==> config.mk <==
export PLATFORM = sky130hd
export DESIGN_NAME = sprite_driver
export DESIGN_NICKNAME = d
export VERILOG_FILES = /design/src/sprite_pkg.sv /design/src/sprite_driver.sv
export SDC_FILE = /design/constraint.sdc
export NUM_CORES = 1
export LEC_CHECK = 0
export ABC_AREA = 1
export BUFFER_PORTS_ARGS = -buffer_cell sky130_fd_sc_hd__buf_2
export CAP_MARGIN = 5
export CORE_MARGIN = 1.5
export CORE_UTILIZATION = 55
export CTS_CLUSTER_SIZE = 20
export DETAILED_ROUTE_END_ITERATION = 12
export PLACE_DENSITY_LB_ADDON = 0.05
export SETUP_SLACK_MARGIN = 0.3
export SLEW_MARGIN = 20
export SYNTH_ARGS = -nofsm -noshare
export SYNTH_HDL_FRONTEND = slang
export SYNTH_SLANG_ARGS = --single-unit
==> constraint.sdc <==
create_clock -name clock -period 5 [get_ports clock]
set_input_delay 0.5 -clock clock [delete_from_list [all_inputs] [get_ports clock]]
set_output_delay 0.5 -clock clock [all_outputs]
set_load 0.01 [all_outputs]
==> src/sprite_pkg.sv <==
package sprite_pkg;

    // sprite bitmap memory, two 4-bit pixels per byte
    localparam int SPRITE_NUM = 4;
    localparam int SPRITE_SIZE = 8;
    localparam int SPRITE_ADDR_SIZE = 7;
    localparam int SPRITE_ID_W = $clog2(SPRITE_NUM);

    // screen and framebuffer, address is y*64 + x
    localparam int SCREEN_W = 64;
    localparam int SCREEN_H = 48;
    localparam int FB_ADDR_W = 12;
    localparam int FB_DEPTH = SCREEN_W * SCREEN_H;

    // VGA timing in clocks and lines
    localparam int H_ACTIVE = 64;
    localparam int H_FRONT = 4;
    localparam int H_SYNC = 8;
    localparam int H_BACK = 4;
    localparam int H_TOTAL = H_ACTIVE + H_FRONT + H_SYNC + H_BACK;
    localparam int V_ACTIVE = 48;
    localparam int V_FRONT = 2;
    localparam int V_SYNC = 2;
    localparam int V_BACK = 4;
    localparam int V_TOTAL = V_ACTIVE + V_FRONT + V_SYNC + V_BACK;
    localparam int H_CNT_W = $clog2(H_TOTAL);
    localparam int V_CNT_W = $clog2(V_TOTAL);

    // draw request queue
    localparam int QUEUE_DEPTH = 8;
    localparam int QUEUE_PTR_W = $clog2(QUEUE_DEPTH);
    localparam int QUEUE_COUNT_W = QUEUE_PTR_W + 1;

    typedef enum logic [7:0] {
        CMD_NOP  = 8'h00,
        CMD_LOAD = 8'h01,
        CMD_DRAW = 8'h02
    } cmd_t;

    // fixed palette, {red, green, blue}
    localparam logic [14:0] PALETTE [16] = '{
        {5'd0, 5'd0, 5'd0},    {5'd0, 5'd0, 5'd20},   {5'd0, 5'd20, 5'd0},   {5'd0, 5'd20, 5'd20},
        {5'd20, 5'd0, 5'd0},   {5'd20, 5'd0, 5'd20},  {5'd20, 5'd20, 5'd0},  {5'd24, 5'd24, 5'd24},
        {5'd12, 5'd12, 5'd12}, {5'd0, 5'd0, 5'd31},   {5'd0, 5'd31, 5'd0},   {5'd0, 5'd31, 5'd31},
        {5'd31, 5'd0, 5'd0},   {5'd31, 5'd0, 5'd31},  {5'd31, 5'd31, 5'd0},  {5'd31, 5'd31, 5'd31}
    };

endpackage

==> src/sprite_driver.sv <==
`timescale 1ns/1ps

module sprite_driver (
    input wire logic clock,
    input logic rst_n,
    input logic empty,
    input logic [sprite_pkg::SPRITE_ID_W-1:0] head_id,
    input logic [7:0] head_x,
    input logic [7:0] head_y,
    input logic [7:0] rd_data,
    input logic fb_resetting,
    output logic dequeue,
    output logic [sprite_pkg::SPRITE_ADDR_SIZE-1:0] rd_addr,
    output logic wr_en,
    output logic [sprite_pkg::FB_ADDR_W-1:0] wr_addr,
    output logic [3:0] wr_data
);
    import sprite_pkg::*;

    typedef enum logic [1:0] {
        IDLE,
        FETCH,
        BLIT
    } state_t;

    state_t state;
    // pix addresses memory, pix_d is the pixel whose byte is on rd_data
    logic [5:0] pix;
    logic [5:0] pix_d;
    logic [SPRITE_ID_W-1:0] id_r;
    logic [7:0] x_r;
    logic [7:0] y_r;
    logic [2:0] col;
    logic [2:0] row;
    logic [8:0] px;
    logic [8:0] py;
    logic [3:0] index;
    logic visible;

    assign dequeue = state == IDLE && !empty && !fb_resetting;
    assign rd_addr = {id_r, pix[5:1]};

    assign col = pix_d[2:0];
    assign row = pix_d[5:3];
    assign index = col[0] ? rd_data[3:0] : rd_data[7:4];
    // 9 bits so positions past 255 never wrap back on screen
    assign px = {1'b0, x_r} + {6'd0, col};
    assign py = {1'b0, y_r} + {6'd0, row};
    assign visible = index != 4'd0 && px < 9'(SCREEN_W) && py < 9'(SCREEN_H);

    // pixels landing during a clear are dropped
    assign wr_en = state == BLIT && visible && !fb_resetting;
    assign wr_addr = {py[5:0], px[5:0]};
    assign wr_data = index;

    always_ff @(posedge clock or negedge rst_n) begin
        if (!rst_n) begin
            state <= IDLE;
            pix <= '0;
            pix_d <= '0;
        end else begin
            case (state)
                IDLE: begin
                    if (dequeue) begin
                        state <= FETCH;
                        pix <= '0;
                    end
                end
                FETCH: begin
                    state <= BLIT;
                    pix <= pix + 6'd1;
                    pix_d <= pix;
                end
                BLIT: begin
                    pix <= pix + 6'd1;
                    pix_d <= pix;
                    if (pix_d == 6'(SPRITE_SIZE * SPRITE_SIZE - 1)) begin
                        state <= IDLE;
                    end
                end
                default: state <= IDLE;
            endcase
        end
    end

    // request is latched as it leaves the queue
    always_ff @(posedge clock) begin
        if (dequeue) begin
            id_r <= head_id;
            x_r <= head_x;
            y_r <= head_y;
        end
    end

    assert property (@(posedge clock) disable iff (!rst_n)
        wr_en |-> wr_addr < FB_ADDR_W'(FB_DEPTH))
        else $error("framebuffer write outside screen");

endmodule

==> flow_summary.json, run 1 <==
{
  "hold_viol": 0,
  "drc": 0,
  "seqCellArea_sq_um": 890.9,
  "synthArstFlopShare_pct": 43.75,
  "post_cts_resized": 0,
  "placedCellCount": 280,
  "grt_max_degree": 21,
  "slew_headroom_pct": 50.23,
  "critPathArrivalTime_ns": 2.14,
  "final.min_clock_period_ns": 2.636,
  "ctsHoldBuffers": 0,
  "finalSetupViolCount": 0,
  "rows": 20,
  "antenna_found_initial": 0,
  "hpwl_mm": 2.573,
  "syn2layout_area_growth_pct": 19.20,
  "clk_latency_ns": 0.35,
  "path_max_fanout": 7,
  "status": "complete, no violations",
  "dr.pass1.iters": 4,
  "dieArea_sq_um": 3573,
  "finalInstanceArea_sq_um": 2113,
  "globalRouteTotalUtil_pct": 21.44,
  "clk_pin_slew_worst_paths_ns": 0.11,
  "gp_congestion": 0.8680,
  "die_w_microns": 59.78,
  "port_buffers": 54,
  "grt_pass1_vias": 1321,
  "htreeDepth": 2,
  "num-nets-final": 286,
  "power_leakage_uw": 0.001053,
  "vias": 1437,
  "antenna_cells": 0,
  "synthCells": 189,
  "cts-buffers-inserted": 5,
  "synth_top_area_cell": "edfxtp_1",
  "die_h_microns": 59.78,
  "routed_wl_mm": 3.441,
  "grt_pass1_wl_mm": 5.492,
  "overflow": 0,
  "core-area_sq_um": 3053,
  "cts-root-buf": "clkbuf_4",
  "synth.top_cell.area_share_pct": 30.49,
  "max_clock_freq_mhz": 379.3,
  "dpl_worst_slack_ns": 2.707,
  "post-route-util_pct": 69.22,
  "cap_violations": 0,
  "ir_drop_mv": 0.4094,
  "synth_common_cells": "46 x nand2_1, 24 x inv_1, 18 x edfxtp_1",
  "nFillCells": 257,
  "fin_cells": 288,
  "multi_input_area_sq_um": 719.4,
  "synth_ff_type": "edfxtp_1",
  "synthDistinctLibCells": 25,
  "grt_setup_unrepaired": "no",
  "drive_gt1_share_pct": 29.51,
  "first_iter_violations": 45,
  "startpoint_type": "flop",
  "netlist_area_sq_um": 1773,
  "setup_ws_ns": 2.364,
  "crit_type": "flop to output port",
  "tns_ns": 0,
  "synthTopCellsByArea": "edfxtp_1 30%, dfrtp_1 20%, nand2_1 9.7%, ha_1 7.8%, inv_1 5.1%",
  "ys_seq_elements": 32,
  "slew_violations": 0,
  "yosysWarnings": 0,
  "syn_area_per_cell_sq_um": 9.381,
  "ios": 55,
  "wl_per_cell_microns": 11.95,
  "postCtsSetupRepairBufs": 0,
  "cts_tree": "done",
  "post-route-period-util_pct": 52.73,
  "finalClockSkew_ns": 0.01071,
  "yosysMostFrequentCell": "nand2_1",
  "cts_buffer_depth": 2,
  "dpl_cell_area_sq_um": 2038,
  "synth-edff-count": 18,
  "cellPowerDensity_nw_per_um2": 420.3,
  "ant_nets": 0,
  "cp.required_ns": 4.50,
  "initial_core_util_pct": 58.07,
  "worst_slew_pin_slew_ns": 0.7457,
  "synth.yosys.seq_area_share_pct": 50.25,
  "syn-num-nets": 232,
  "vias_per_cell": 4.990,
  "min_path_type": "input pin to asynchronous set/reset pin",
  "end_kind": "output port",
  "cts.sinks": 32
}
## layout make-up
cell class                      count  area share (%)
Clock inverter                      3           1.776
Sequential cell                    32           42.16
Timing Repair Buffer               54           12.79
Inverter                           26           4.855
Multi-Input combinational cell    124           34.04
Tap cell                           44           2.605
Clock buffer                        5           1.776
## sequential cells by signal (all words and copies together), names as in the netlist
signal / flops
pix_d: 6
x_r: 8
pix: 6
state: 2
id_r: 2
y_r: 8
## per-layer routing
metal,GRT usage [%],wire (microns),up-vias
li1,-,-,720
met1,26.28,1501,648
met2,34.01,1612,55
met3,4.978,220,14
met4,13.33,106,0
met5,0,0,-
## report_power, final
part	switching, uW	internal [uW]
Sequential	36.4	326
Combinational	215	117
Clock	91.4	102
## cells in the final DEF (no fill, tap or decap), types with 6 or more instances in the layout
cell type | netlist | final
buf_2 | 0 | 54
o21ai_0 | 8 | 8
o21ai_1 | 6 | 6
nand2_1 | 46 | 46
nor2_1 | 13 | 13
inv_1 | 24 | 24
dfrtp_1 | 14 | 14
nand3_1 | 13 | 13
edfxtp_1 | 18 | 18
ha_1 | 11 | 11
## cell families (layout without fill, tap and decap cells)
| group | after synthesis | count (layout) | share of synthesized area (%) |
|---|---|---|---|
| AND/OR/NAND/NOR | 85 | 85 | 21.10 |
| buffers and inverters | 33 | 88 | 9.175 |
| flip-flops | 32 | 32 | 50.25 |
| AO/OA/AOI/OAI | 20 | 20 | 6.493 |
| adder cells (fa/ha/maj) | 13 | 13 | 10.02 |
| XOR/XNOR | 6 | 6 | 2.964 |
## final timing paths
check                           from  endpoint  cells past startpoint  slack, ns
min in group clock         head_x[4]    x_r[4]                      1       0.32
max in group asynchronous      rst_n  pix_d[1]                      1       4.71
max reg2reg                 state[0]  state[1]                      9       2.97
min reg2reg                 state[0]  state[0]                      2       0.54
max                         pix_d[0]     wr_en                     11       2.36
min                            rst_n  pix_d[3]                      1       0.03
## metrics by stage
stage          hold slack [ns]  total power [uW]
2_1_floorplan           0.2044             627.3
3_3_place_gp            0.4056             684.0
3_5_place_dp            0.4121             700.5
4_1_cts                0.02997             893.9
5_1_grt                0.04468             951.5
6_report               0.03003             888.2
## worst max-delay path, stage by stage (launching register included)
cell and delay [ns]:
dfrtp_1 0.48, ha_1 0.21, inv_1 0.06, fa_1 0.40, inv_1 0.09, nand4_1 0.11
nand2_1 0.08, nand2_1 0.05, nand2_1 0.05, nand2_1 0.05, nor2_1 0.09, buf_2 0.13
(Power assumes the default switching activity.)
==> inputs of run 2 (changes only) <==
CORE_UTILIZATION = 46   (was 55)
clock period = 2.2 ns   (was 5 ns; I/O delays follow)
==> run 2 against run 1 <==
Design area up 15%; sequential share of layout area fell by 5.4 points; global-route usage fell by 2.9 points; non-clock buffer count up 16.
==> flow_summary.json, run 2 (synthesis gave the netlist of run 1 again) <==
{
  "first_iter_violations": 38,
  "tns_ns": 0,
  "htreeDepth": 2,
  "gp_congestion": 0.8083,
  "layout_common_cells": "54 x buf_2, 43 x nand2_1, 19 x inv_1",
  "rows": 22,
  "ant_nets": 0,
  "grt_setup_unrepaired": "yes",
  "routed_wl_mm": 3.586,
  "overflow": 0,
  "finalClockSkew_ns": 0.003464,
  "final_common_cell": "buf_2",
  "power_leakage_uw": 0.001164,
  "final.min_clock_period_ns": 2.101,
  "slew_violations": 0,
  "cts.sinks": 32,
  "rr_startpoint": "state[0]",
  "cap_violations": 0,
  "multi_input_area_sq_um": 830.8,
  "wl_per_cell_microns": 11.64,
  "globalRouteTotalUtil_pct": 18.58,
  "combPwrFrac_pct": 40.2,
  "finalInstanceArea_sq_um": 2427,
  "ir_drop_mv": 0.6491,
  "use_met3_pct": 6.250,
  "seqCellArea_sq_um": 892.1,
  "post-route-period-util_pct": 95.52,
  "dr.pass1.iters": 6,
  "cts_tree": "done",
  "cts-buffers-inserted": 5,
  "grt_max_degree": 21,
  "p_switching_uw": 837.5,
  "die_w_microns": 65.08,
  "status": "complete, no violations",
  "crit_slowest_cell": "dfrtp_1",
  "min_from": "head_x[5]",
  "clk_pin_slew_worst_paths_ns": 0.07,
  "vias": 1435,
  "switching_share_pct": 36.41,
  "ios": 55,
  "finalSetupViolCount": 0,
  "cellPowerDensity_nw_per_um2": 947.5,
  "path_max_fanout": 3,
  "met2_usage_pct": 30.03,
  "met1_usage_pct": 22.65,
  "dpl_cell_area_sq_um": 2066,
  "antenna_cells": 0,
  "clock_power_share_pct": 24.3,
  "grt_pass1_wl_mm": 5.768,
  "worstSetupStartpoint": "pix_d[3]",
  "worst_slew_pin_slew_ns": 0.5041,
  "startpoint_type": "flop",
  "core-area_sq_um": 3689,
  "crit_buf_inv": 1,
  "critPathArrivalTime_ns": 1.88,
  "num-nets-final": 302,
  "hold_viol": 0,
  "drive_gt1_share_pct": 43.46,
  "grt_pass1_vias": 1332,
  "syn2layout_area_growth_pct": 36.91,
  "crit_family": "adder cells",
  "initial_core_util_pct": 48.07,
  "max_clock_freq_mhz": 475.9,
  "hpwl_mm": 2.524,
  "cp.required_ns": 1.98,
  "vias_per_cell": 4.659,
  "drc": 0,
  "grt_busiest_layer": "met2",
  "pwr-share-seq_pct": 35.5,
  "end_kind": "output port",
  "cts_buffer_depth": 2,
  "dieArea_sq_um": 4235,
  "slew_headroom_pct": 66.39,
  "antenna_found_initial": 0,
  "intPower_uw": 1462,
  "slowest_delay_ns": 0.38,
  "path_cells": "ha_2 > fa_2 > nand2_2 > a21oi_2 > nand2_1 > nand3_1 > nor2_1 > nand2_1 > nor2_1 > buf_2",
  "min_path_type": "input pin to flop",
  "port_buffers": 54,
  "die_h_microns": 65.08,
  "hold_ws_ns": 0.1003,
  "clk_latency_ns": 0.29,
  "nFillCells": 302,
  "crit_type": "flop to output port",
  "reg.largest.list": "x_r (8), y_r (8)",
  "cts-root-buf": "clkbuf_8"
}
run 2: cell types whose count changed in the layout (fill, tap and decap cells not counted), moves of 3 or more:
cell	before	now
inv_2	1	6
nand2_1	46	43
nand2_2	3	6
inv_1	24	19
ha_4	0	3
ha_1	11	5
clkbuf_4	5	0
clkbuf_8	0	5
buf_4	0	11
ha_2	0	3
nand3_1	13	9
run 2: layout make-up:
type,count,area share [%]
clock inverter,3,1.753
tap,48,2.474
multi-input combinational,124,34.23
timing repair buffer,70,17.73
sequential,32,36.75
inverter,26,4.227
clock buffer,5,2.835
run 2: path summary, 6_finish.rpt:
kind,end,slack [ns],depth (start not counted)
max,wr_en,0.1,10
min in group asynchronous,pix[4],0.36,2
max reg2reg,pix[3],0.50,7
min,x_r[5],0.10,1
max in group asynchronous,pix_d[4],1.58,2
min reg2reg,state[1],0.54,2
run 2: power by group through the flow:
stage / logic, uW / registers (uW) / clock network (uW)
final: 924 / 817 / 559
after global routing: 1040 / 831 / 607
after CTS: 860 / 814 / 574
after detailed placement: 802 / 825 / 0
after global placement: 791 / 823 / 0
after floorplan: 609 / 817 / 0
run 2: repair_timing:
item                       CTS  global route
pin swaps                    3            11
hold endpoints to repair    14             0
hold buffers                 1             0
setup buffers                5             6
gates resized for setup     13            18
cloned                       0             1
setup endpoints to repair    7             9
run 2: per-stage QoR:
step | utilization, % | power (uW) | setup slack, ns | cells
2_1_floorplan | - | 1426 | 0.3675 | 189
3_3_place_gp | 56.00 | 1613 | 0.3115 | 287
3_5_place_dp | 56.00 | 1628 | 0.2656 | 287
4_1_cts | 61.77 | 2248 | 0.06865 | 301
5_1_grt | 65.81 | 2481 | -0.06678 | 308
6_report | 65.81 | 2300 | 0.09854 | 308
run 2: per-layer routing:
layer / wire [microns] / up-vias / part of all wire, %
li1: - / 755 / -
met1: 1616 / 634 / 45
met2: 1717 / 39 / 48
met3: 194 / 7 / 5.4
met4: 57 / 0 / 1.6
met5: 0 / - / 0
==> inputs of run 3 (changes only) <==
BUFFER_PORTS_ARGS = -buffer_cell sky130_fd_sc_hd__buf_4   (was -buffer_cell sky130_fd_sc_hd__buf_2)
==> run 3 against run 2 <==
Final cell count decreased by 0.32%; clock power decreased by 19%; sequential power about the same; critical path type unchanged.
==> flow_summary.json, run 3 (synthesis gave the netlist of run 1 again) <==
{
  "status": "complete, no violations",
  "fin_total_pwr_uw": 2295,
  "layout_common_cells": "66 x buf_4, 43 x nand2_1, 19 x inv_1",
  "worstSetupStartpoint": "y_r[0]",
  "core-area_sq_um": 3689,
  "overflow": 0,
  "switching_share_pct": 36.25,
  "crit_buf_inv": 1,
  "cellPowerDensity_nw_per_um2": 925.1,
  "critPathArrivalTime_ns": 1.90,
  "cts-buffers-inserted": 5,
  "vias": 1436,
  "worst_slew_pin_slew_ns": 0.3203,
  "antenna_cells": 0,
  "htreeDepth": 2,
  "hold_viol": 0,
  "max_clock_freq_mhz": 471.3,
  "routed_wl_mm": 3.701,
  "hpwl_mm": 2.792,
  "crit_slowest_cell": "edfxtp_1",
  "reg.largest.list": "x_r (8), y_r (8)",
  "slew_violations": 0,
  "drive_gt1_share_pct": 41.31,
  "finalSetupViolCount": 0,
  "crit_path_end": "wr_en",
  "finalClockSkew_ns": 0.006352,
  "drc": 0,
  "cts_buffer_depth": 2,
  "first_iter_violations": 32,
  "syn2layout_area_growth_pct": 39.94,
  "ios": 55,
  "path_max_fanout": 2,
  "path_cells": "ha_2 > fa_2 > nand2_2 > nand2_2 > a21oi_2 > nor2_1 > nand3_1 > nand2_1 > nor2_1 > buf_4",
  "grt_setup_unrepaired": "yes",
  "placedCellCount": 287,
  "intPower_uw": 1463,
  "clk_pin_slew_worst_paths_ns": 0.07,
  "rows": 22,
  "antenna_found_initial": 0,
  "initial_core_util_pct": 48.07,
  "cts-root-buf": "clkbuf_8",
  "rr_endpoint": "pix[3]",
  "dpl_worst_slack_ns": 0.2515,
  "num-nets-final": 301,
  "min_path_type": "input pin to flop",
  "r2r_setup_slack_ns": 0.62,
  "p_switching_uw": 832.1,
  "post-route-period-util_pct": 96.44,
  "ant_nets": 0,
  "fin_cells": 307,
  "grt_pass1_vias": 1366,
  "final.min_clock_period_ns": 2.122,
  "combPwrFrac_pct": 44.7,
  "vias_per_cell": 4.678,
  "ff2ff_path_depth": 7,
  "dpl_cell_area_sq_um": 2201,
  "wl_per_cell_microns": 12.06,
  "power_leakage_uw": 0.001178,
  "crit_type": "flop to output port",
  "cap_violations": 0,
  "grt_pass1_wl_mm": 5.906,
  "rr_startpoint": "state[1]",
  "grt_max_degree": 15,
  "cts.sinks": 32,
  "port_buffers": 54,
  "clock_power_share_pct": 19.6,
  "cts_tree": "done",
  "pwr-share-seq_pct": 35.7,
  "cp.depth": 10,
  "slew_headroom_pct": 78.56,
  "end_kind": "output port",
  "startpoint_type": "flop",
  "die_w_microns": 65.08,
  "die_h_microns": 65.08,
  "dieArea_sq_um": 4235,
  "gp_congestion": 0.8078,
  "final_common_cell": "buf_4",
  "clk_latency_ns": 0.27,
  "finalInstanceArea_sq_um": 2481,
  "globalRouteTotalUtil_pct": 18.54,
  "slowest_delay_ns": 0.38,
  "crit_family": "adder cells",
  "dr.pass1.iters": 4,
  "cp.required_ns": 1.98,
  "ir_drop_mv": 0.6384,
  "setup_ws_ns": 0.07827
}
==> run 3: worst min path at each step <==
stage,start,endpoint,slack [ns],depth (start not counted)
finish,head_y[2],y_r[2],0.12,1
global route,head_id[0],id_r[0],0.10,1
CTS,head_x[7],x_r[7],0.11,1
detailed placement,rst_n,pix[4],0.08,1
global placement,rst_n,pix[4],0.08,1
floorplan,rst_n,pix[0],-0.08,0
==> run 3: layout make-up <==
cell class	count	area, sq um
clock buffers	7	86.33
clock inverters	1	3.754
fillers	302	1207
inverters	26	105.1
multi-input cells	124	805.8
flip-flops and latches	32	892.1
well taps	48	60.06
repair buffers	69	528.0
==> run 3: through the flow <==
step           util (%)  hold WS (ns)  TNS (ns)
6_report          67.27        0.1179         0
5_1_grt           67.27        0.1006  -0.02975
2_1_floorplan         -      -0.07559         0
3_3_place_gp      59.67       0.08021         0
4_1_cts           64.69        0.1111         0
3_5_place_dp      59.67       0.07960         0
==> run 3: power by group through the flow <==
stage | Sequential, uW | Combinational (uW) | Clock [uW]
after floorplan | 817 | 609 | 0
after global placement | 820 | 843 | 0
after detailed placement | 825 | 867 | 0
after CTS | 815 | 925 | 460
after global routing | 832 | 1150 | 486
final | 820 | 1030 | 450
==> run 3: routing by layer <==
metal	vias to the layer above	GRT usage [%]	wire, microns
li1	750	-	-
met1	643	23.90	1642
met2	39	30.67	1823
met3	4	4.861	203
met4	0	5.729	31
met5	-	0	0
==> run 3: what timing repair did <==
| item | 4_1_cts | 5_1_grt |
|---|---|---|
| endpoints found under the hold margin | 14 | 0 |
| gates resized for setup | 14 | 12 |
| hold buffers | 1 | 0 |
| buffers inserted | 5 | 6 |
| pin swaps | 3 | 12 |
| setup endpoints to repair | 8 | 13 |
