`src/sprite_pkg.sv`:
```
package sprite_pkg;

    // sprite bitmap memory, two 4-bit pixels per byte
    localparam int SPRITE_NUM = 4;
    localparam int SPRITE_SIZE = 8;
    localparam int SPRITE_ADDR_SIZE = 7;
    localparam int SPRITE_ID_W = $clog2(SPRITE_NUM);

    // screen and framebuffer, address is y*64 + x
    localparam int SCREEN_W = 64;
    localparam int SCREEN_H = 48;
    localparam int FB_ADDR_W = 12;
    localparam int FB_DEPTH = SCREEN_W * SCREEN_H;

    // VGA timing in clocks and lines
    localparam int H_ACTIVE = 64;
    localparam int H_FRONT = 4;
    localparam int H_SYNC = 8;
    localparam int H_BACK = 4;
    localparam int H_TOTAL = H_ACTIVE + H_FRONT + H_SYNC + H_BACK;
    localparam int V_ACTIVE = 48;
    localparam int V_FRONT = 2;
    localparam int V_SYNC = 2;
    localparam int V_BACK = 4;
    localparam int V_TOTAL = V_ACTIVE + V_FRONT + V_SYNC + V_BACK;
    localparam int H_CNT_W = $clog2(H_TOTAL);
    localparam int V_CNT_W = $clog2(V_TOTAL);

    // draw request queue
    localparam int QUEUE_DEPTH = 8;
    localparam int QUEUE_PTR_W = $clog2(QUEUE_DEPTH);
    localparam int QUEUE_COUNT_W = QUEUE_PTR_W + 1;

    typedef enum logic [7:0] {
        CMD_NOP  = 8'h00,
        CMD_LOAD = 8'h01,
        CMD_DRAW = 8'h02
    } cmd_t;

    // fixed palette, {red, green, blue}
    localparam logic [14:0] PALETTE [16] = '{
        {5'd0, 5'd0, 5'd0},    {5'd0, 5'd0, 5'd20},   {5'd0, 5'd20, 5'd0},   {5'd0, 5'd20, 5'd20},
        {5'd20, 5'd0, 5'd0},   {5'd20, 5'd0, 5'd20},  {5'd20, 5'd20, 5'd0},  {5'd24, 5'd24, 5'd24},
        {5'd12, 5'd12, 5'd12}, {5'd0, 5'd0, 5'd31},   {5'd0, 5'd31, 5'd0},   {5'd0, 5'd31, 5'd31},
        {5'd31, 5'd0, 5'd0},   {5'd31, 5'd0, 5'd31},  {5'd31, 5'd31, 5'd0},  {5'd31, 5'd31, 5'd31}
    };

endpackage

```
`src/spi_command_rx.sv`:
```
`timescale 1ns/1ps

module spi_command_rx (
    input wire logic clock,
    input logic rst_n,
    input logic spi_cs,
    input logic spi_clk,
    input logic spi_mosi,
    input logic [sprite_pkg::QUEUE_COUNT_W-1:0] queue_count,
    output logic spi_miso,
    output logic mem_wr_en,
    output logic [sprite_pkg::SPRITE_ADDR_SIZE-1:0] mem_wr_addr,
    output logic [7:0] mem_wr_data,
    output logic push,
    output logic [sprite_pkg::SPRITE_ID_W-1:0] req_id,
    output logic [7:0] req_x,
    output logic [7:0] req_y
);
    import sprite_pkg::*;

    // two sync flops, the third flop only feeds edge detection
    logic [2:0] sclk_sync;
    logic [2:0] cs_sync;
    logic [1:0] mosi_sync;
    logic cs_active;
    logic cs_start;
    logic sclk_rise;
    logic sclk_fall;

    logic [2:0] bit_cnt;
    logic [6:0] rx_sr;
    logic [7:0] rx_byte;
    logic byte_done;
    logic [7:0] tx_sr;
    logic [5:0] byte_idx;
    logic [5:0] data_off;
    cmd_t cmd_r;

    always_ff @(posedge clock or negedge rst_n) begin
        if (!rst_n) begin
            sclk_sync <= '0;
            cs_sync <= '1;
            mosi_sync <= '0;
        end else begin
            sclk_sync <= {sclk_sync[1:0], spi_clk};
            cs_sync <= {cs_sync[1:0], spi_cs};
            mosi_sync <= {mosi_sync[0], spi_mosi};
        end
    end

    assign cs_active = !cs_sync[1];
    assign cs_start = cs_sync[2] && !cs_sync[1];
    assign sclk_rise = cs_active && sclk_sync[1] && !sclk_sync[2];
    assign sclk_fall = cs_active && !sclk_sync[1] && sclk_sync[2];

    // mosi is stable around the rising edge, so the synced copy lines up
    assign rx_byte = {rx_sr, mosi_sync[1]};
    assign byte_done = sclk_rise && bit_cnt == 3'd7;
    // load data bytes sit at indices 2..33, other indices wrap far above 31
    assign data_off = byte_idx - 6'd2;
    assign spi_miso = tx_sr[7];

    always_ff @(posedge clock or negedge rst_n) begin
        if (!rst_n) begin
            bit_cnt <= '0;
            byte_idx <= '0;
            cmd_r <= CMD_NOP;
            tx_sr <= '0;
            mem_wr_en <= 1'b0;
            push <= 1'b0;
        end else begin
            mem_wr_en <= 1'b0;
            push <= 1'b0;
            if (!cs_active) begin
                bit_cnt <= '0;
                byte_idx <= '0;
            end else if (sclk_rise) begin
                bit_cnt <= bit_cnt + 3'd1;
            end
            // status byte is the queue count taken at byte start
            if (cs_start || byte_done) begin
                tx_sr <= 8'(queue_count);
            end else if (sclk_fall && bit_cnt != 3'd0) begin
                tx_sr <= {tx_sr[6:0], 1'b0};
            end
            if (byte_done) begin
                if (byte_idx != 6'd63) begin
                    byte_idx <= byte_idx + 6'd1;
                end
                if (byte_idx == 6'd0) begin
                    cmd_r <= cmd_t'(rx_byte);
                end else if (cmd_r == CMD_LOAD && data_off < 6'd32) begin
                    mem_wr_en <= 1'b1;
                end else if (cmd_r == CMD_DRAW && byte_idx == 6'd3) begin
                    push <= 1'b1;
                end
            end
        end
    end

    // payload, the id byte serves both load and draw
    always_ff @(posedge clock) begin
        if (sclk_rise) begin
            rx_sr <= rx_byte[6:0];
        end
        if (byte_done) begin
            if (byte_idx == 6'd1) begin
                req_id <= rx_byte[SPRITE_ID_W-1:0];
            end
            if (byte_idx == 6'd2) begin
                req_x <= rx_byte;
            end
            if (byte_idx == 6'd3) begin
                req_y <= rx_byte;
            end
            mem_wr_addr <= {req_id, data_off[4:0]};
            mem_wr_data <= rx_byte;
        end
    end

endmodule

```
`config.mk`:
```
export PLATFORM = sky130hd
export DESIGN_NAME = spi_command_rx
export DESIGN_NICKNAME = d
export VERILOG_FILES = /design/src/sprite_pkg.sv /design/src/spi_command_rx.sv
export SDC_FILE = /design/constraint.sdc
export NUM_CORES = 1
export LEC_CHECK = 0
export BUFFER_PORTS_ARGS = -buffer_cell sky130_fd_sc_hd__buf_2
export CORE_MARGIN = 10
export CORE_UTILIZATION = 35
export CTS_BUF_LIST = sky130_fd_sc_hd__clkbuf_8
export DETAILED_ROUTE_END_ITERATION = 8
export PLACE_DENSITY_LB_ADDON = 0.05
export RECOVER_POWER = 25
export SYNTH_ARGS = -nofsm -noshare
export SYNTH_HDL_FRONTEND = slang
export SYNTH_SLANG_ARGS = --single-unit
```
`constraint.sdc`:
```
create_clock -name clock -period 4.4 [get_ports clock]
set_input_delay 0.88 -clock clock [delete_from_list [all_inputs] [get_ports clock]]
set_output_delay 0.88 -clock clock [all_outputs]
set_load 0.01 [all_outputs]
```
==> impl.org, run 1 <==
** Clocking
- Post-CTS setup buffer count :: 0
- The number of clock buffers added by TritonCTS is 9.
- Count of hold-fix buffers inserted at cts :: 0
- H-tree depth :: 3
- Number of buffers between clock root and the deepest sink :: 2
- Clock tree from TritonCTS :: yes
- Cell chosen for the clock root :: clkbuf_8
- Post-cts gate resize count :: 0
- Clock-pin transition on the worst setup and hold timing paths :: 80 ps
- Clk sink count :: 75
- Clock latency on the worst-skew pair, taken at its later pin, is 340 ps.

** Pwr
- The analysis attributes to cell leakage a power of 1.51 nW.
- VDD sags by at most 0.162 mV.
- Power density over cell area :: 383 mW/mm2
- In this run the power spent charging and discharging nets is 0.000289 W.
- Internal power :: 0.00103 W
- The clock network accounts for 40.0% of the total power.
- Sequential power share :: 57.8%
- In this run switching power makes up 22.0% of total power.
- Combinational Power Share :: 2.1%

** STA
- Worst-case clock skew :: 9.79 ps
- Actual transition at the worst max-transition pin :: 1930 ps
- Achievable Freq :: 413 MHz
- Setup violations remaining at the end of the flow were counted as 0.
- Max-Slew Margin vs Limit :: -28.9%
- RSZ-0062 raised after global routing :: false
- Min Clock Period, post-route :: 2420 ps
- Adding up every negative setup slack in the final design gives 0 ps.
- Of the available clock period, the critical path in the final layout requires 55.0%.
- The number of pins with negative max-slew slack in the final report is 36.
- Final count of hold timing violations :: 0

** Worst setup path
- In this run the worst setup path begins at bit_cnt[0].
- In this run the critical register-to-register path is captured at req_x[2].
- STA puts the critical path data required time at 4390 ps.
- Register-to-register setup slack :: 1980 ps
- Nature of the critical path startpoint :: flop
- Of all nets on the critical path, the largest fanout is 18.
- For the worst flop-to-flop path, the logic depth is 5.
- Top cell by count, worst path :: ha_1
- Startpoint of the worst register-to-register path :: bit_cnt[0]
- Arrival time of data at the critical path endpoint :: 2410 ps
- Walking the worst path, the cells encountered are ha_1, ha_1, nand4bb_4, inv_1, and4_1.
- The slowest stage of the critical path is the inv_1 cell.
- Crit path kind :: reg2reg
- Longest individual stage delay on the worst path :: 570 ps
- Kind of end point of the critical path :: flop

** Synthesis
- The synthesized design contains 40 enable-type register cells.
- For this run, the leading register cell type out of synthesis is edfxtp_1.
- Number of synthesized register bits :: 75
- Async set-or-reset flop fraction in the synthesized netlist :: 46.7%
- Synthesis produced a netlist with a net count of 205.
- Combined area of all synthesized cells :: 0.00291 mm2
- Warnings, synthesis :: 0
- Number of standard cells after synthesis :: 187
- Mean area per synthesized cell :: 15.6 um2
- The netlist uses 37 different library cells.
- Sequential area share after synthesis :: 71.4%

** Finish
- Share of final-layout standard cells stronger than drive strength 1 :: 30.2%
- The library cell used most frequently in the layout, excluding fill and tap cells, is buf_2.
- Syn-to-layout area delta :: 17.9%
- Once layout is done, the placed cells without fillers occupy 0.00344 mm2.
- The repair_antennas step left the layout with diodes totalling 0.
- The net count of the finished layout is 255.
- Highest-count cells in the layout ignoring fill and taps :: 43 x buf_2, 40 x edfxtp_1, 32 x dfrtp_1

** Floorplanning
- 45 I/O pins were placed.
- Std cell rows :: 33
- The initial utilization of the core area, before any placement, comes to 35.6%.
- The core region is 0.00818 mm2.
- Die boundary height :: 111 um
- The floorplan step defined a die boundary enclosing 0.0124 mm2.
- The die is 111 um wide.

** Detailed routing
- Detail Route met2 WL :: 2280 um
- First-iteration detailed-routing DRC count :: 70
- Routed vias/inst :: 4.67
- Final ANT Viol Nets :: 0
- Wire length on met1 :: 2540 um
- Top layer reached by signal wires :: met4
- Met3 routed wirelength :: 321 um
- Total Wirelength :: 5210 um
- 1st-pass router iterations :: 4
- In the routed design, unresolved DRC markers number 0.
- Number of vias after detailed routing :: 1621
- Post-DR wirelength/cell :: 15.0 um

** Worst hold path
- Worst hold start :: sclk_sync[0]
- For hold timing, the worst endpoint is sclk_sync[1].
- The tightest min-delay check is of the reg2reg type.
- The worst hold path was traced through 0 stages.

** Global route
- Vias in the first global route :: 1658
- Global routing usage summed across all routing layers :: 8.84%
- The first global-routing pass estimated 8790 um of wire.
- Overall overflow remaining after global route :: 0
- Number of antenna violations at the first check in global routing :: 0
- Entering global routing, the biggest net connects 36 pins.

** Placement
- HPWL Detailed :: 3510 um
- Input and output buffers added on the ports amount to 44.
- Final Wtd Congestion :: 0.685
- Summing all placed instances gives a cell area of 0.00324 mm2.

** Run status
- The checks that failed: max-capacitance violations, max-slew violations.
- The flow ran to the end, but the final reports show violations.

** Job
- The tool flagged a number of max-cap violations equal to 1.
how the worst max path moves through the flow:
stage	end	slack, ps	cells past startpoint
floorplan	req_x[0]	2420	5
global placement	req_x[5]	2000	5
detailed placement	req_x[6]	1910	5
CTS	req_x[2]	1890	5
global route	req_x[2]	1770	5
finish	req_x[2]	1980	5
through the flow:
| stage | power (W) | hold WS (ps) | setup slack [ps] | cells | util [%] |
|---|---|---|---|---|---|
| global route | 0.00138 | 368 | 1770 | 347 | 42.0 |
| global placement | 0.000806 | 333 | 2000 | 331 | 39.6 |
| CTS | 0.00134 | 358 | 1890 | 347 | 42.0 |
| detailed placement | 0.000806 | 343 | 1910 | 331 | 39.6 |
| floorplan | 0.000789 | 331 | 2420 | 187 | - |
| finish | 0.00132 | 357 | 1980 | 347 | 42.0 |
routing by layer:
metal / track usage (%) / vias up
met2: 12.3 / 39
met5: 0 / -
met3: 3.35 / 7
met4: 4.37 / 0
li1: - / 761
met1: 11.6 / 814
synthesized netlist by cell type, types with 2 or more instances:
cell	number	area share, %
a21oi_1	8	1.4
and2_1	3	0.64
and3_1	2	0.43
buf_2	2	0.34
clkbuf_1	2	0.26
dfrtp_1	32	27
dfstp_2	3	2.7
edfxtp_1	40	41
ha_1	9	3.9
inv_1	8	1.0
mux2_4	8	4.1
mux2i_1	10	3.4
nand2_1	3	0.39
nand3_1	5	0.86
nor2_1	23	3.0
nor2b_1	3	0.64
nor3_1	3	0.52
o21ai_0	2	0.34
xnor2_1	2	0.60
xor2_1	2	0.60
state kept, by name, indices dropped and copies added (netlist names):
name / flops
bit_cnt: 3
byte_idx: 6
cmd_r: 8
cs_sync: 3
mem_wr_addr: 7
mem_wr_data: 8
mem_wr_en: 1
mosi_sync: 2
push: 1
req_id: 2
req_x: 8
req_y: 8
rx_sr: 7
sclk_sync: 3
tx_sr: 8
logic make-up (layout without fill, tap and decap cells):
kind of cell | count (synthesis) | after routing | share of synthesized area [%]
multiplexers | 18 | 18 | 7.56
XOR/XNOR | 4 | 4 | 1.20
AND/OR/NAND/NOR | 54 | 54 | 10.9
AO/OA/AOI/OAI | 14 | 14 | 3.01
buffers and inverters | 13 | 68 | 2.02
adder cells (fa/ha/maj) | 9 | 9 | 3.86
flip-flops | 75 | 75 | 71.4
worst max-delay path: cells and delay by family, from the launching register on:
family                     cells  cell delay (ps)
adders and majority gates      2              390
buffers and inverters          1              570
DFF                            1              390
and+or+nand+nor                2              730
power groups by stage:
stage                     clock network [W]  registers [W]  logic (W)
after floorplan                           0       0.000772  0.0000175
after global placement                    0       0.000776  0.0000297
after detailed placement                  0       0.000777  0.0000293
after CTS                          0.000546       0.000762  0.0000295
after global routing               0.000579       0.000764  0.0000331
final                              0.000527       0.000761  0.0000280
layout make-up:
cell class | instances | area (um2)
Inverter | 8 | 30.0
Clock buffer | 9 | 124
Multi-Input combinational cell | 99 | 774
Clock inverter | 7 | 76.3
Sequential cell | 75 | 2080
Fill cell | 743 | 4740
Tap cell | 105 | 131
Timing Repair Buffer | 44 | 219
Power figures use the tool's default switching activity.
==> inputs of run 2 (changes only) <==
clock period = 2.1 ns   (was 4.4 ns; I/O delays follow)
==> impl.org, run 2 (synthesis gave the netlist of run 1 again) <==
** Floorplanning
- Die boundary height :: 111 um
- The initial utilization of the core area, before any placement, comes to 35.6%.
- The die covers 0.0124 mm2.
- Std cell rows :: 33
- Die width :: 111 um
- The core region is 0.00818 mm2.
- Total I/O pin count :: 45

** Worst setup path
- Traced cell by cell, the critical path runs through ha_1, ha_1, nand4bb_4, nor4_4, and2_1, buf_4.
- Cell with the biggest individual delay on the critical path :: dfrtp_1
- By instance count, the cell type seen most on the critical path is ha_1.
- Nature of the critical path startpoint :: flop
- For the worst setup path, the data arrival time is 1920 ps.
- Highest net fanout along the worst path :: 9
- Crit path kind :: reg2reg
- Kind of end point of the critical path :: flop
- Longest individual stage delay on the worst path :: 380 ps
- Data required time at the worst endpoint :: 2150 ps

** Run status
- The flow ran to the end, but the final reports show violations.
- Failing checks :: max-capacitance violations, max-slew violations

** Finish
- Design area :: 0.00348 mm2
- Highest-count cells in the layout ignoring fill and taps :: 44 x buf_2, 40 x edfxtp_1, 32 x dfrtp_1
- Ant. Diodes :: 0
- Count of placed standard cells in the final layout, fillers left out :: 352
- Of the cells placed in the final design, the portion with a size suffix greater than 1 is 32.4%.
- Compared with the post-synthesis result, the final layout area differs by 19.6%.
- Final nets :: 260
- Commonest non-fill, non-tap cell in the layout :: buf_2

** Global route
- The total overflow left after global routing is 0.
- The first global-routing pass estimated 8770 um of wire.
- Global routing usage summed across all routing layers :: 8.78%
- Vias in the first global route :: 1650
- Entering global routing, the biggest net connects 36 pins.
- The number of antenna violations at the first check in global routing came to 0.

** Clocking
- Clk_lat worst skew :: 340 ps
- Post-cts gate resize count :: 0
- CTS built an H-tree with a depth of 3.
- Count of hold-fix buffers inserted at cts :: 0
- Clock-pin slew was measured on the worst setup and hold paths at 80 ps.
- Post-CTS setup buffer count :: 0
- Clock tree synthesis inserted a total of 9 buffers.
- Clock tree from TritonCTS :: yes
- The clock passes through at most 2 buffers.
- The tree is rooted in a clkbuf_8.
- The clock net in this run drives a total of 75 sinks.

** Detailed routing
- First-iteration detailed-routing DRC count :: 54
- Using the TritonRoute via totals, the vias-per-cell ratio works out to 4.56.
- 1st-pass router iterations :: 4
- Final ANT Viol Nets :: 0
- Post-DR wirelength/cell :: 14.7 um
- After detailed routing, the number of remaining DRC violations is 0.
- Total Wirelength :: 5170 um
- Number of vias after detailed routing :: 1605

** Placement
- Counting tap cells, the placed design contains a total of 336 instances.
- Routability-driven placement finished with a final weighted congestion of 0.718.
- Detailed placement finished with a half-perimeter wire length of 3570 um.
- In this run the tool buffered the top-level ports with 44 buffer cells.
- Once placement finished, the instance area stood at 0.00329 mm2.
- Post-placement setup slack :: 218 ps

** STA
- Setup repair after global routing left no endpoint under its margin.
- The count of final hold-check violations is 0.
- Post-route setup TNS :: 0 ps
- The clock period could shrink to 1870 ps.
- The final critical path takes up 88.8% of the cycle.
- Setup violations remaining at the end of the flow were counted as 0.
- Clock skew on the completed layout was measured at 6.72 ps.
- At the pin with the least slew margin, the transition time is 1660 ps.
- Headroom to the max-slew limit came out at -10.6%.
- Pins Over Slew Limit :: 36
- Across all setup checks in the final design, the least slack found is 234 ps.
- Achievable Freq :: 536 MHz

** Pwr
- Across the VDD grid, the largest voltage drop is 0.311 mV.
- For this design the static power due to leakage is 1.55 nW.
- In this run the power density over the cells is 804 mW/mm2.

** Worst hold path
- In this run the worst hold path is classified as in2reg.

** Job
- Across the run, the number of max-cap violations was 1.
## run 2: path summary, 6_finish.rpt
check                               end    startpoint  slack (ps)  cells after the start
min in group asynchronous      tx_sr[2]         rst_n         750                      2
hold / removal               cs_sync[0]        spi_cs         170                      1
hold reg to reg            sclk_sync[1]  sclk_sync[0]         350                      0
setup / recovery               req_y[4]    bit_cnt[0]         230                      6
setup reg to reg               req_y[4]    bit_cnt[0]         230                      6
max in group asynchronous      cmd_r[1]         rst_n         370                      2
## run 2: per-layer routing
metal  wire length, um  global-route usage, %  vias up
li1                  -                      -      778
met1              2460                   11.4      776
met2              2310                   12.5       43
met3               319                   3.46        8
met4                74                   3.86        0
met5                 0                      0        -
## run 2: through the flow
stage / util, % / power, W / hold WS, ps
6_report: 42.6 / 0.00280 / 168
5_1_grt: 42.6 / 0.00294 / 145
4_1_cts: 42.7 / 0.00285 / 16.8
3_5_place_dp: 40.2 / 0.00170 / 336
3_3_place_gp: 40.2 / 0.00170 / 332
2_1_floorplan: - / 0.00165 / 124
## run 2: layout make-up
type                            count  area (um2)
Fill cell                         760        4690
Sequential cell                    75        2080
Multi-Input combinational cell     99         774
Timing Repair Buffer               49         260
Tap cell                          105         131
Clock buffer                        9         124
Clock inverter                      7        83.8
Inverter                            8        30.0
## run 2: report_power, final
group / switching [W] / internal (W) / leakage (nW)
Sequential: 0.0000190 / 0.00157 / 0.826
Clock: 0.000573 / 0.000571 / 0.103
Combinational: 0.0000382 / 0.0000284 / 0.617
## run 2: critical path, delay by kind of cell, from the launching register on
family | cells | cell delay (ps)
flip-flops | 1 | 380
AND/OR/NAND/NOR | 3 | 650
buffers and inverters | 1 | 170
adder cells (fa/ha/maj) | 2 | 370
==> inputs of run 3 (changes only) <==
PLACE_DENSITY = 0.6   (was default)
PLACE_DENSITY_LB_ADDON = default   (was 0.05)
==> impl.org, run 3 (synthesis gave the netlist of run 1 again) <==
** Worst hold path
- The min-delay analysis places its worst path in the category in2reg.

** Floorplanning
- The initialized floorplan defines 33 standard-cell rows.
- Total I/O pin count :: 45
- The initial utilization of the core area, before any placement, comes to 35.6%.
- The die is 111 um tall.
- Die footprint :: 0.0124 mm2
- From left edge to right edge, the die measures 111 um.
- Placeable core region :: 0.00818 mm2

** Worst setup path
- At the worst endpoint, the required time is 2090 ps.
- Cell with the biggest individual delay on the critical path :: and2_1
- Longest individual stage delay on the worst path :: 440 ps
- Data on the critical path arrives at its endpoint at 1920 ps.
- Kind of end point of the critical path :: flop
- Nature of the critical path startpoint :: flop
- Along the worst path, the maximum fanout reaches 9.
- Crit path max-delay family :: simple AND/OR/NAND/NOR gates
- Counting both buffers and inverters, the worst setup path holds a total of 0.
- Crit path kind :: reg2reg
- By instance count, the cell type seen most on the critical path is ha_1.
- The signal on the critical path passes through ha_1, ha_1, nand4bb_4, nor4_4, and2_1.

** Pwr
- VDD sags by at most 0.407 mV.
- In this run the static leakage power is 1.52 nW.
- Power density over cell area :: 761 mW/mm2

** STA
- Post-route setup TNS :: 0 ps
- The worst path in the final design needs a cycle of 1930 ps, including I/O delays and setup.
- Achievable Freq :: 517 MHz
- Pins Over Slew Limit :: 36
- Final Setup Violations :: 0
- Max-Slew Margin vs Limit :: -26.0%
- The count of final hold-check violations is 0.
- Worst-case clock skew :: 8.77 ps
- Actual transition at the worst max-transition pin :: 1890 ps
- Of the available clock period, the critical path in the final layout requires 92.1%.
- Setup repair after global routing left no endpoint under its margin.

** Finish
- The net count of the finished layout is 260.
- For this run, the share of the core covered by cells in the final layout is 42.2%.
- Compared with the post-synthesis result, the final layout area differs by 18.4%.
- In the final layout, the share of cells above drive strength 1 is 32.0%.
- Total of fill cells in the finished design :: 763
- Highest-count cells in the layout ignoring fill and taps :: 43 x buf_2, 40 x edfxtp_1, 32 x dfrtp_1
- Leaving out fill and tap cells, the most frequent cell in the layout is buf_2.
- Ant. Diodes :: 0

** Clocking
- Clk_lat worst skew :: 340 ps
- Post-CTS setup buffer count :: 0
- The longest clock path from root to sink contains 2 buffers.
- After clock tree synthesis, the clock-pin slew on the worst setup and hold paths is 70 ps.
- TritonCTS built the clock tree.
- Clock tree synthesis inserted a total of 9 buffers.
- The number of hold buffers added after CTS was 0.
- Clk sink count :: 75
- H-tree depth :: 3
- Cell chosen for the clock root :: clkbuf_8
- Post-cts gate resize count :: 0

** Job
- Reported max-cap violation count :: 1

** Global route
- The number of antenna violations at the first check in global routing is 0.
- Vias in the first global route :: 1661
- Overall overflow remaining after global route :: 0
- Maximum number of pins on one net before global-route repair :: 36
- First-pass GRT wire length :: 8390 um
- Global routing usage summed across all routing layers :: 8.36%

** Detailed routing
- The pre-antenna-repair detailed-routing pass consisted of 4 iterations.
- Final ANT Viol Nets :: 0
- Post-DR wirelength/cell :: 14.3 um
- For this run, design rule violations remaining after detail routing come to 0.
- The final route contains 1594 vias.
- First-iteration detailed-routing DRC count :: 104
- After detailed routing, the total wire length is 5040 um.
- Dividing the detail-routed via count by the number of cells gives 4.53.

** Placement
- Final Wtd Congestion :: 0.778
- I/O Buffers :: 44
- HPWL Detailed :: 3540 um

** Run status
- The final reports fail on max-capacitance violations, max-slew violations.
- Outcome :: finished with violations
run 3: cell type report:
| type | instances | area [um2] | share of cell area [%] |
|---|---|---|---|
| Sequential cell | 75 | 2080 | 60.3 |
| Multi-Input combinational cell | 99 | 774 | 22.4 |
| Timing Repair Buffer | 49 | 256 | 7.43 |
| Tap cell | 105 | 131 | 3.81 |
| Clock buffer | 9 | 124 | 3.59 |
| Clock inverter | 7 | 53.8 | 1.56 |
| Inverter | 8 | 30.0 | 0.870 |
run 3: layer usage:
metal	part of all wire, %	GRT usage [%]	vias to the layer above
met5	0	0	-
met4	1.2	3.86	0
met3	7.3	3.79	7
met2	45	12.0	45
met1	46	10.4	772
li1	-	-	770
run 3: worst paths after layout:
check	startpoint	end	slack (ps)	depth (start not counted)
setup reg to reg	bit_cnt[0]	req_y[3]	170	5
max in group asynchronous	rst_n	byte_idx[4]	420	1
hold / removal	spi_cs	cs_sync[0]	180	1
hold reg to reg	sclk_sync[0]	sclk_sync[1]	350	0
setup / recovery	bit_cnt[0]	req_y[3]	170	5
min in group asynchronous	rst_n	tx_sr[1]	590	1
run 3: metrics by stage:
stage / instance area [um2] / std cells / setup slack [ps] / hold slack [ps] / total power (W)
floorplan: 2910 / 187 / 116 / 124 / 0.00165
global placement: 3270 / 336 / 213 / 335 / 0.00169
detailed placement: 3270 / 336 / 145 / 339 / 0.00169
CTS: 3450 / 352 / 135 / 149 / 0.00266
global route: 3450 / 352 / 18.4 / 141 / 0.00275
finish: 3450 / 352 / 166 / 175 / 0.00262
run 3: power by group:
| part | internal [W] | switching, W |
|---|---|---|
| logic | 0.0000269 | 0.0000359 |
| clock network | 0.000435 | 0.000535 |
| registers | 0.00157 | 0.0000208 |
